`src/verilog/mmioPkg.sv`:
```
package mmioPkg;

	localparam int addrWidth = 13;         // Processor word address
	localparam int coprocBit = 12;         // Set selects coprocessor space
	localparam int memAddrWidth = 12;      // Data memory word index
	localparam int fieldWidth = 5;         // Unit and register fields
	localparam int unitLsb = 7;            // Unit field in bits 11:7
	localparam int regLsb = 2;             // Register field in bits 6:2

	typedef logic [31:0] word_t;
	typedef logic signed [15:0] coord_t;   // Screen coordinate or velocity
	typedef logic [memAddrWidth-1:0] memAddr_t;
	typedef logic [31:0] unitSel_t;        // One bit per unit slot
	typedef logic [31:0] regSel_t;         // One bit per register slot

	localparam int unitPhys1 = 0;
	localparam int unitPhys2 = 1;
	localparam int unitSprite1 = 8;
	localparam int unitSprite2 = 9;
	localparam int unitStage = 10;
	localparam int unitCollision = 12;

	localparam int regGravity = 0;         // Physics registers
	localparam int regStartPos = 1;
	localparam int regControl = 2;
	localparam int regPos = 0;             // Sprite registers
	localparam int regSize = 1;

	typedef struct packed {
		coord_t x;                         // Upper half
		coord_t y;                         // Lower half
	} point_t;

	typedef struct packed {
		point_t pos;                       // Word 63:32 to video
		point_t size;                      // Word 31:0
	} sprite_t;

	typedef struct packed {
		point_t gravity;                   // Only y is used
		point_t control;                   // Only x is used
		point_t startPos;
		logic loadStart;                   // One cycle after startPos write
	} physCfg_t;

	typedef struct packed {
		logic [addrWidth-1:0] address;
		word_t writeData;
		logic writeEnable;
	} busReq_t;

	typedef struct packed {
		logic [28:0] pad;                  // Always zero
		logic p1p2;
		logic p2Stage;
		logic p1Stage;                     // Bit 0 of the read word
	} collide_t;

endpackage

```
`src/verilog/physicsUnit.sv`:
```
module physicsUnit import mmioPkg::*; (
	input logic reset,
	input logic clear,
	input physCfg_t cfg,
	input logic frameTick,
	input logic landed,
	output point_t pos
);

	coord_t vel;                        // Vertical velocity, positive is down
	coord_t velNext;
	coord_t xNext;
	logic resting;

	assign velNext = vel + cfg.gravity.y;       // Wraps at 16 bits
	assign xNext = pos.x + cfg.control.x;       // Signed horizontal step
	assign resting = landed && (vel >= 0);      // On the stage and not rising

	always_ff @(posedge reset) begin
		if (clear) begin
			pos <= '0;
			vel <= '0;
		end else if (cfg.loadStart) begin      // Respawn wins over a frame step
			pos <= cfg.startPos;
			vel <= '0;
		end else if (frameTick) begin
			pos.x <= xNext;                     // Control works on the ground too
			if (resting) begin
				vel <= '0;                       // y holds
			end else begin
				vel <= velNext;
				pos.y <= pos.y + velNext;        // Uses the updated velocity
			end
		end
	end

endmodule

```
`config.mk`:
```
export PLATFORM = sky130hd
export DESIGN_NAME = physicsUnit
export DESIGN_NICKNAME = d
export VERILOG_FILES = /design/src/verilog/mmioPkg.sv /design/src/verilog/physicsUnit.sv
export SDC_FILE = /design/constraint.sdc
export NUM_CORES = 1
export LEC_CHECK = 0
export BUFFER_PORTS_ARGS = -buffer_cell sky130_fd_sc_hd__clkbuf_2
export CORE_ASPECT_RATIO = 1.75
export CORE_MARGIN = 2
export CORE_UTILIZATION = 52
export CTS_BUF_LIST = sky130_fd_sc_hd__clkbuf_4 sky130_fd_sc_hd__clkbuf_8 sky130_fd_sc_hd__clkbuf_16
export CTS_CLUSTER_DIAMETER = 120
export DETAILED_ROUTE_END_ITERATION = 12
export PLACE_DENSITY = 0.82
export SETUP_SLACK_MARGIN = 0.05
export SYNTH_ARGS = -nofsm -noshare
export SYNTH_HDL_FRONTEND = slang
export SYNTH_SLANG_ARGS = --single-unit
```
`constraint.sdc`:
```
create_clock -name reset -period 5.65 [get_ports reset]
set_input_delay 1.13 -clock reset [delete_from_list [all_inputs] [get_ports reset]]
set_output_delay 1.13 -clock reset [all_outputs]
set_load 0.005 [all_outputs]
```
# ---- After elaboration in Yosys (flattened, before gate mapping)
# Index checks and enable logic that the tools add are counted.
dict set report totals {
  register_bits 48
  latchBits 0
  ramBits 0
  rom_bits 0
  in_bits 101
  out_inout_bits 32
  word_cells 16
  memories 0
}
dict set report op_classes {
  add_sub_neg 3
  multipliers 0
  div 0
  magnitude_cmp 1
  eq_ne 1
  shifts 0
  n_mux 4
  bitwise_logic 0
  reduce_logical 4
}
# cell n
set ops {}
lappend ops {{2-to-1 mux 32 bit} 2}
lappend ops {{adder 16 bit} 3}
lappend ops {{2-to-1 mux 16 bit} 2}
lappend ops {{>= comparator 16 x 1 -> 1 bit (second input constant)} 1}
lappend ops {{!= test 2 bit (second input constant)} 1}
lappend ops {{AND reduction 2 bit} 1}
lappend ops {{nonzero test 2 bit} 1}
lappend ops {{OR reduction 2 bit} 1}
lappend ops {{logical AND 1 bit} 1}

# ---- Logic depth before layout (Yosys ltp)
# Gate-level depths: netlist of run 1.
dict set report depth {
  depth_word 5
  mapped_depth 16
  ltp_nobuf 16
}

# ---- Worst setup path before layout of run 1
# No wires, ideal clock.
dict set report synth_timing {
  path_type {input to register}
  start {input port cfg[65] in the netlist's numbering}
  end {register pos[15] in the netlist's numbering}
  setup_ns 0.120
  arrival_ns 4.424
  t_required_ns 5.530
  slack_ns 1.106
  path_stages 16
  n_path_buf 0
  path_cell_list {ha_1 > fa_1 > a21o_1 > a21oi_1 > o21ai_1 > a31oi_1 > o21a_1 > a311oi_1 > ha_1 > and2_0 > nor3b_1 > a221oi_2 > a32oi_1 > a21o_1 > and4_4 > o31a_1}
}
dict set report synth_between {
  elab_chain_cells 5
}
# item line
set synth_rtl {}
lappend synth_rtl {{start: declaration} physicsUnit.sv:4} ;# input physCfg_t cfg,
lappend synth_rtl {{adder 16 bit} physicsUnit.sv:15} ;# assign velNext = vel + cfg.gravity.y;
lappend synth_rtl {{adder 16 bit} physicsUnit.sv:32} ;# pos.y <= pos.y + velNext;
lappend synth_rtl {{2-to-1 mux 16 bit} physicsUnit.sv:28} ;# if (resting) begin
lappend synth_rtl {{2-to-1 mux 32 bit} physicsUnit.sv:26} ;# end else if (frameTick) begin
lappend synth_rtl {{2-to-1 mux 32 bit} physicsUnit.sv:23} ;# end else if (cfg.loadStart) begin
lappend synth_rtl {{end signal: assignment} physicsUnit.sv:24} ;# pos <= cfg.startPos;
lappend synth_rtl {{end: declaration} physicsUnit.sv:7} ;# output point_t pos
# No other way between the ends. The select of a mux whose other input is x is not followed.
# A chain may end at the register's enable or synchronous reset.

# ---- Worst setup path in the final report of run 1
# Same ends and word-level chain as after synthesis.

==> flow_summary_export.csv, run 1 <==
group,metric,value,unit
global_routing,grt_start_max_net_pins,61,
synthesis,yosysWarnings,0,
synthesis,ys_ff_latch,48,
synthesis,ys_async_sr_fraction,0,%
routing,via_count,4038,
run,drv_cap,0,
setup_path,rr_endpoint,"pos[15]",
floorplanning,io_pins,133,
routing,wl,10600,um
global_routing,antenna_found_initial,0,
placed_design,placed_area,4558,um^2
layout,n_antenna_cell,0,
sta,setup_tns,0,ps
global_routing,grt_pass1_wl,17480,um
power,p_leak,2.241,nW
layout,layout-drive-gt1-share,21.05,%
placed_design,dp_hpwl,8103,um
floorplanning,die_x,70.40,um
layout,fin_cells,677,
setup_path,crit_path_max_incr_delay,420,ps
setup_path,startpoint,"cfg[65]",
synthesis,ys_seq_area_share,23.96,%
routing,ant_nets,0,
setup_path,worst-path-buf-inv,1,
sta,fin_crit,4846,ps
sta,drv_slew,0,
power,p_per_area,227.4,nW/um^2
synthesis,synth_flop_cell,"dfxtp_1",
clock_network,cts.sinks,48,
synthesis,synthesis.nets,652,
hold_path,hp-class,"flip-flop to flip-flop",
routing,drcViolationCount,0,
global_routing,met2_usage,47.76,%
layout,fin_area,4711,um^2
global_routing,use_met3,4.083,%
global_routing,grt_use_met1,26.59,%
setup_path,end_kind,"flip-flop",
layout,nNetsFinal,740,
setup_path,cp_num_cells,17,
clock_network,clk_latency,290,ps
placed_design,gp_congestion,0.8960,
sta,setup_violations,0,
sta,max_clock_freq,206.4,MHz
synthesis,syn_area,4011,um^2
floorplanning,rows,42,
setup_path,worstSetupStartpointType,"input pin",
setup_path,reg2reg_depth,16,
setup_path,arrival,5030,ps
synthesis,synth_edf_count,0,
routing,drt_pre_antenna_iters,4,
power,peakVddDrop,173.7,uV
sta,worst_pin_slew,814.2,ps
routing,drt_iter0_drc,142,
clock_network,clockBufferDepth,2,
placed_design,io_buffers,100,
setup_path,critPathSlowestCell,"fa_1",
floorplanning,dieArea,8461,um^2
clock_network,cts_tree,"done",
setup_path,crit_fanout,4,
sta,rsz0062_at_grt,"no",
synthesis,ys_types,59,
clock_network,postCtsHoldBufs,0,
layout,syn2layout_area_growth,17.44,%
clock_network,postCtsResizedCells,0,
routing,drt-wirelength-per-cell,15.66,um
sta,finClkSkew,3.809,ps
setup_path,path_class,"input pin to flip-flop",
sta,fin_crit_sh,85.77,%
synthesis,synthCells,501,
setup_path,endpoint,"pos[15]",
run_status,status,"finished, final reports clean",
routing,viasPerCell,5.965,
synthesis,synth_area_per_cell,8.007,um^2
placed_design,dp.cells,670,
setup_path,cp_top_family,"compound AO/OA/AOI/OAI gates",
floorplanning,start_util,53.38,%
floorplanning,core_area,7515,um^2
floorplanning,chipHeight,120.2,um
setup_path,cp_cell_sequence,"clkbuf_2 > ha_1 > fa_1 > a21o_1 > a21oi_1 > o21ai_1 > a31oi_1 > o21a_1 > a311oi_1 > ha_1 > and2_0 > nor3b_1 > a221oi_2 > a32oi_1 > a21o_1 > and4_4 > o31a_1",
setup_path,cp.required,5830,ps
global_routing,grt_pass1_vias,4013,
sta,max_slew_margin,45.66,%
clock_network,cts_htree_levels,2,
clock_network,clk_pin_slew,60,ps
global_routing,grt_usage,25.14,%
clock_network,cts_setup_buffers,0,
setup_path,reg2reg_slack,1420,ps
global_routing,busiest_layer,"met2",
setup_path,reg2reg_from,"vel[0]",
clock_network,cts_buffers,5,
global_routing,grt-ovfl-total,0,
clock_network,root_buffer,"clkbuf_16",
sta,finalHoldViolations,0,
## per-layer routing
layer,wire length [um],vias to the layer above
met5,0,-
met4,260,0
met3,618,24
met2,5712,127
met1,4012,1852
li1,-,2035
## sequential cells by signal (all words and copies together) (netlist names)
register	cells
pos	32
vel	16
## cell usage in the layout (no fill, tap or decap), drive strengths merged, types with 16 or more instances in the layout
cell type and count:
o21ai 25, nor2 58, dfxtp 48, inv 20, xnor2 23, ha 47, a21o 16, clkbuf 107
nand2 31, a21oi 54
## per-stage QoR
step / hold slack, ps / power (mW) / util, % / worst slack, ps
finish: 485.6 / 1.071 / 62.69 / 804.2
global route: 516.5 / 1.131 / 62.69 / 492.2
CTS: 488.7 / 1.075 / 62.69 / 833.8
detailed placement: 471.1 / 0.7597 / 60.66 / 558.6
global placement: 461.4 / 0.7466 / 60.66 / 680.3
floorplan: 449.1 / 0.6566 / - / 1106
## synth_stat cells (all sizes together), types with 12 or more instances
cell	number	area share [%]
a21oi	54	6.7
nor2	58	5.5
xnor2	23	5.0
clkbuf	18	1.7
a211oi	13	2.9
a21o	16	3.0
nand2	31	2.9
dfxtp	48	24
ha	47	15
o21a	12	2.2
o21ai	25	3.2
inv	20	1.9
## how the worst min path moves through the flow
stage	slack [ps]	to	depth (start not counted)	startpoint
2_1_floorplan	450	vel[14]	2	vel[14]
3_3_place_gp	460	vel[14]	2	vel[14]
3_5_place_dp	470	vel[13]	1	vel[13]
4_1_cts	490	vel[13]	1	vel[13]
5_1_grt	520	vel[14]	2	vel[14]
6_report	490	vel[13]	1	vel[13]
## kinds of logic after synthesis
| family | synth area share, % |
|---|---|
| and+or+nand+nor | 16.91 |
| adders and majority gates | 16.16 |
| muxes | 1.497 |
| buffers and inverters | 3.836 |
| AOI/OAI and AO/OA | 30.66 |
| xor gates and xnor gates | 6.987 |
| DFF | 23.96 |
## final cells by class
type                    instances  area [um^2]
well taps                      88        110.1
repair buffers                102        515.5
multi-input cells             412         2897
clock buffers                   7        152.6
flip-flops and latches         48        960.9
fillers                       669         2804
inverters                      20        75.07
## power by group
group          switching (mW)  internal, mW  total (mW)
logic                   0.209         0.169       0.378
registers              0.0206         0.361       0.382
clock network           0.125         0.186       0.311
total                   0.355         0.716        1.07
(Power assumes the default switching activity.)
==> run 2, diff against run 1 <==
==> constraint.sdc (replaced) <==
create_clock -name reset -period 5.65 [get_ports reset]
set_input_delay 1.695 -clock reset [delete_from_list [all_inputs] [get_ports reset]]
set_output_delay 1.695 -clock reset [all_outputs]
set_load 0.005 [all_outputs]
==> run 2 against run 1 <==
Against the previous run:
- wire length grew 2.3%
- flip-flop and latch count is the same
- sequential power is essentially flat
- sequential share of layout area shrank 0.22 points
- power grew 5.3%
- die area is the same
- non-clock buffer count grew 2
- setup slack lost 440 ps
- first-iteration DRC count grew 20%
- via count grew 1.8%
- cell count grew 0.44%
- combinational power grew 1%
- critical path type unchanged
==> flow_summary_export.csv, run 2 (synthesis results as in run 1) <==
group,metric,value,unit
run_status,status,"finished, final reports clean",
setup_path,end_kind,"flip-flop",
layout,fillerInstances,668,
setup_path,arrival,5460,ps
power,swShare,32.12,%
routing,drt_pre_antenna_iters,4,
routing,ant_nets,0,
clock_network,clk_pin_slew,60,ps
clock_network,cts_tree,"done",
layout,top_regs,"pos (32), vel (16)",
clock_network,cts_buffers,5,
routing,via_count,4110,
placed_design,dp_hpwl,8211,um
routing,viasPerCell,6.044,
sta,setup_tns,0,ps
floorplanning,io_pins,133,
sta,fin_crit,5284,ps
routing,drt_iter0_drc,170,
setup_path,cp.required,5830,ps
layout,syn2layout_area_growth,18.71,%
power,p_clk_share,32.3,%
clock_network,postCtsHoldBufs,0,
layout,n_antenna_cell,0,
layout,nNetsFinal,742,
sta,setup_violations,0,
clock_network,root_buffer,"clkbuf_16",
global_routing,grt-ovfl-total,0,
layout,final_common_cell,"clkbuf_2",
setup_path,worstSetupStartpointType,"input pin",
floorplanning,core_area,7515,um^2
global_routing,grt_usage,25.76,%
run,drv_cap,0,
clock_network,clk_latency,290,ps
power,p_per_area,237.0,nW/um^2
sta,max_clock_freq,189.2,MHz
layout,largest-register,"pos",
clock_network,cts.sinks,48,
layout,fin_area,4762,um^2
power,peakVddDrop,186.7,uV
clock_network,cts_setup_buffers,0,
sta,rsz0062_at_grt,"no",
sta,worst_pin_slew,833.4,ps
power,sequentialPowerShare,33.9,%
placed_design,gp_congestion,0.8956,
routing,wl,10850,um
power,p_switching,0.3625,mW
global_routing,antenna_found_initial,0,
setup_path,crit_fanout,4,
routing,drcViolationCount,0,
global_routing,grt_pass1_vias,4104,
floorplanning,rows,42,
power,p_leak,2.266,nW
clock_network,cts_htree_levels,2,
floorplanning,start_util,53.38,%
sta,finalHoldViolations,0,
sta,fin_crit_sh,93.53,%
layout,layout-drive-gt1-share,21.62,%
layout,largest_reg_flops,32,
placed_design,io_buffers,100,
sta,max_slew_margin,44.44,%
hold_path,hp-class,"flip-flop to flip-flop",
placed_design,placed_area,4573,um^2
floorplanning,chipHeight,120.2,um
floorplanning,die_x,70.40,um
sta,finClkSkew,9.941,ps
sta,drv_slew,0,
setup_path,path_class,"input pin to flip-flop",
routing,drt-wirelength-per-cell,15.96,um
clock_network,clockBufferDepth,2,
power,combinationalPowerShare,33.9,%
global_routing,grt_pass1_wl,17950,um
floorplanning,dieArea,8461,um^2
global_routing,grt_start_max_net_pins,60,
layout,final_cell_mix,"clkbuf_2, nor2_1, a21oi_1, dfxtp_1, ha_1",
power,power.internal,0.7660,mW
run 2: changes by cell type in the layout (fill, tap and decap cells not counted):
| cell | delta |
|---|---|
| bufinv_16 | +1 |
| buf_4 | +2 |
| a311oi_1 | -1 |
| a311oi_2 | +1 |
run 2: routing by layer:
| metal | up-vias | GRT usage, % | wire length [um] |
|---|---|---|---|
| met1 | 1889 | 27.70 | 4058 |
| met2 | 142 | 47.17 | 5782 |
| li1 | 2039 | - | - |
| met3 | 40 | 3.917 | 537 |
| met5 | - | 0 | 0 |
| met4 | 0 | 13.94 | 473 |
run 2: cell type report:
cell class              count  area, um^2  share of cell area (%)
multi-input cells         412        2903                   60.96
flip-flops and latches     48       960.9                   20.18
repair buffers            104       530.5                   11.14
clock buffers               7       152.6                   3.205
well taps                  88       110.1                   2.312
inverters                  20       75.07                   1.576
clock inverters             1       30.03                  0.6306
run 2: stage by stage:
stage | hold slack (ps) | std cells | setup WS [ps] | total power [mW] | utilization, %
after global routing | 524.9 | 680 | 98.43 | 1.187 | 63.37
after detailed placement | 472.3 | 672 | 129.8 | 0.7627 | 60.86
after CTS | 482.4 | 680 | 422.6 | 1.131 | 63.29
final | 481.5 | 680 | 365.7 | 1.128 | 63.37
after global placement | 461.3 | 672 | 241.4 | 0.7486 | 60.86
after floorplan | 449.1 | 501 | 540.9 | 0.6566 | -
run 2: worst max-delay path, cell delays in order:
cell and delay [ps]:
clkbuf_2 90, ha_1 230, fa_1 420, a21o_1 180, a21oi_1 230, o21ai_1 200
a31oi_1 350, o21a_1 190, a311oi_2 70, ha_1 350, and2_0 190, nor3b_1 160
a221oi_2 300, a32oi_1 180, a21o_1 190, and4_4 180, o31a_1 260
run 2: final timing paths:
| path | slack [ps] | startpoint | to | cells past startpoint |
|---|---|---|---|---|
| setup / recovery | 370 | cfg[65] | pos[15] | 17 |
| hold / removal | 480 | vel[14] | vel[14] | 2 |
| setup reg to reg | 1560 | vel[0] | pos[15] | 16 |
| hold reg to reg | 480 | vel[14] | vel[14] | 2 |
run 2: power groups by stage:
stage	Clock (mW)	Sequential, mW	Combinational [mW]
finish	0.364	0.382	0.382
global route	0.378	0.385	0.424
CTS	0.371	0.381	0.379
detailed placement	0	0.389	0.374
global placement	0	0.388	0.361
floorplan	0	0.386	0.270
run 2: what timing repair did:
| item | CTS | global route |
|---|---|---|
| endpoints found under the hold margin | 0 | 0 |
| endpoints found under the setup margin | 0 | 1 |
| gates resized for setup | 0 | 1 |
==> run 3, diff against run 2 <==
BUFFER_PORTS_ARGS = unset   (was -buffer_cell sky130_fd_sc_hd__clkbuf_2)
CORE_UTILIZATION = 60   (was 52)
DONT_BUFFER_PORTS = 1   (was unset)
PLACE_DENSITY = 0.76   (was 0.82)
==> run 3 against run 2 <==
Against the previous run:
- non-clock buffer count fell by 100
- sequential share of layout area rose by 2.5 points
- critical path depth fell by 1
- sequential power rose by 1%
- via count fell by 12%
- cell count fell by 16%
- clock skew fell by 4.0 ps
- wire length fell by 10%
- die area fell by 13%
- worst hold slack got worse by 3.1 ps
- clock power fell by 6.9%
- first-iteration DRC count fell by 29%
- critical endpoint unchanged
==> flow_summary_export.csv, run 3 (synthesis results as in run 1) <==
group,metric,value,unit
sta,fin_crit,5083,ps
floorplanning,die_x,65.81,um
layout,final_cell_mix,"nor2_1, a21oi_1, dfxtp_1, ha_1, nand2_1",
power,p_leak,1.829,nW
setup_path,arrival,5270,ps
placed_design,dp_hpwl,7451,um
layout,n_antenna_cell,0,
global_routing,grt_pass1_wl,16680,um
power,p_switching,0.3298,mW
routing,viasPerCell,6.312,
clock_network,root_buffer,"clkbuf_16",
clock_network,cts_htree_levels,2,
routing,drt_pre_antenna_iters,4,
power,swShare,31.64,%
setup_path,end_kind,"flip-flop",
routing,via_count,3623,
clock_network,cts_setup_buffers,0,
layout,largest_reg_flops,32,
global_routing,grt_usage,28.18,%
floorplanning,start_util,61.81,%
clock_network,cts_tree,"done",
floorplanning,io_pins,133,
sta,finClkSkew,5.895,ps
sta,worst_pin_slew,871.0,ps
hold_path,hp-class,"flip-flop to flip-flop",
power,p_clk_share,32.5,%
layout,syn2layout_area_growth,5.521,%
sta,drv_slew,0,
setup_path,crit_fanout,4,
global_routing,grt_pass1_vias,3676,
sta,max_clock_freq,196.7,MHz
sta,setup_violations,0,
layout,top_regs,"pos (32), vel (16)",
clock_network,cts_buffers,5,
layout,largest-register,"pos",
clock_network,postCtsResizedCells,0,
layout,layout-drive-gt1-share,5.488,%
power,combinationalPowerShare,30.4,%
floorplanning,chipHeight,112.2,um
clock_network,clockBufferDepth,2,
placed_design,place_ws,271.7,ps
setup_path,path_class,"input pin to flip-flop",
power,sequentialPowerShare,37.1,%
layout,nNetsFinal,642,
floorplanning,core_area,6490,um^2
run_status,status,"finished, final reports clean",
power,peakVddDrop,198.4,uV
run,drv_cap,0,
power,power.internal,0.7124,mW
sta,max_slew_margin,41.93,%
routing,drt_iter0_drc,121,
placed_design,io_buffers,0,
sta,finalHoldViolations,0,
routing,ant_nets,0,
clock_network,clk_latency,290,ps
clock_network,cts.sinks,48,
setup_path,worstSetupStartpointType,"input pin",
clock_network,postCtsHoldBufs,0,
global_routing,grt-ovfl-total,0,
routing,wl,9753,um
global_routing,antenna_found_initial,0,
setup_path,cp.required,5830,ps
sta,timing.hold.ws,478.4,ps
sta,fin_crit_sh,89.97,%
sta,rsz0062_at_grt,"no",
floorplanning,dieArea,7382,um^2
sta,layout_setup_ws,566.7,ps
routing,drcViolationCount,0,
power,p_per_area,246.2,nW/um^2
sta,setup_tns,0,ps
layout,final_common_cell,"nor2_1",
floorplanning,rows,39,
placed_design,gp_congestion,0.8363,
routing,drt-wirelength-per-cell,16.99,um
global_routing,grt_start_max_net_pins,61,
clock_network,clk_pin_slew,70,ps
run 3: layout make-up:
cell class	count	area [um^2]
multi-input cells	412	2897
fillers	582	2257
flip-flops and latches	48	960.9
clock buffers	5	125.1
well taps	82	102.6
inverters	20	75.07
clock inverters	3	42.54
repair buffers	4	30.03
run 3: metal layers:
metal / global-route usage [%] / wire, um / up-vias
met2: 52.26 / 5282 / 94
met4: 10.00 / 252 / 0
li1: - / - / 1823
met1: 30.79 / 3786 / 1686
met5: 0 / 0 / -
met3: 5.210 / 432 / 20
run 3: stage by stage:
stage | instance area [um^2] | total power, mW | utilization, % | cells
floorplan | 4011 | 0.6566 | - | 501
global placement | 4065 | 0.6968 | 62.64 | 566
detailed placement | 4065 | 0.7075 | 62.64 | 566
CTS | 4233 | 1.048 | 65.22 | 574
global route | 4233 | 1.105 | 65.22 | 574
finish | 4233 | 1.042 | 65.22 | 574
run 3: worst max-delay path, stage by stage:
cell and delay (ps):
ha_1 200, fa_1 240, a21o_1 130, a21oi_1 80, o21ai_1 340, a31oi_1 200, o21a_1 210, a311oi_1 350
ha_1 330, and2_0 200, nor3b_1 160, a221oi_2 310, a32oi_1 170, a21o_1 190, and4_4 180, o31a_1 270
run 3: path summary, 6_finish.rpt:
path	depth (start not counted)	from	end	slack, ps
worst min register to register	2	vel[14]	vel[14]	480
worst min-delay path	2	vel[14]	vel[14]	480
worst max register to register	16	vel[0]	pos[15]	1620
worst max-delay path	16	cfg[65]	pos[15]	570
run 3: power by group through the flow:
stage               registers, mW  logic [mW]  clock network [mW]
CTS                         0.386       0.316               0.345
detailed placement          0.394       0.313                   0
global route                0.389       0.361               0.354
floorplan                   0.386       0.270                   0
finish                      0.387       0.317               0.339
global placement            0.393       0.303                   0
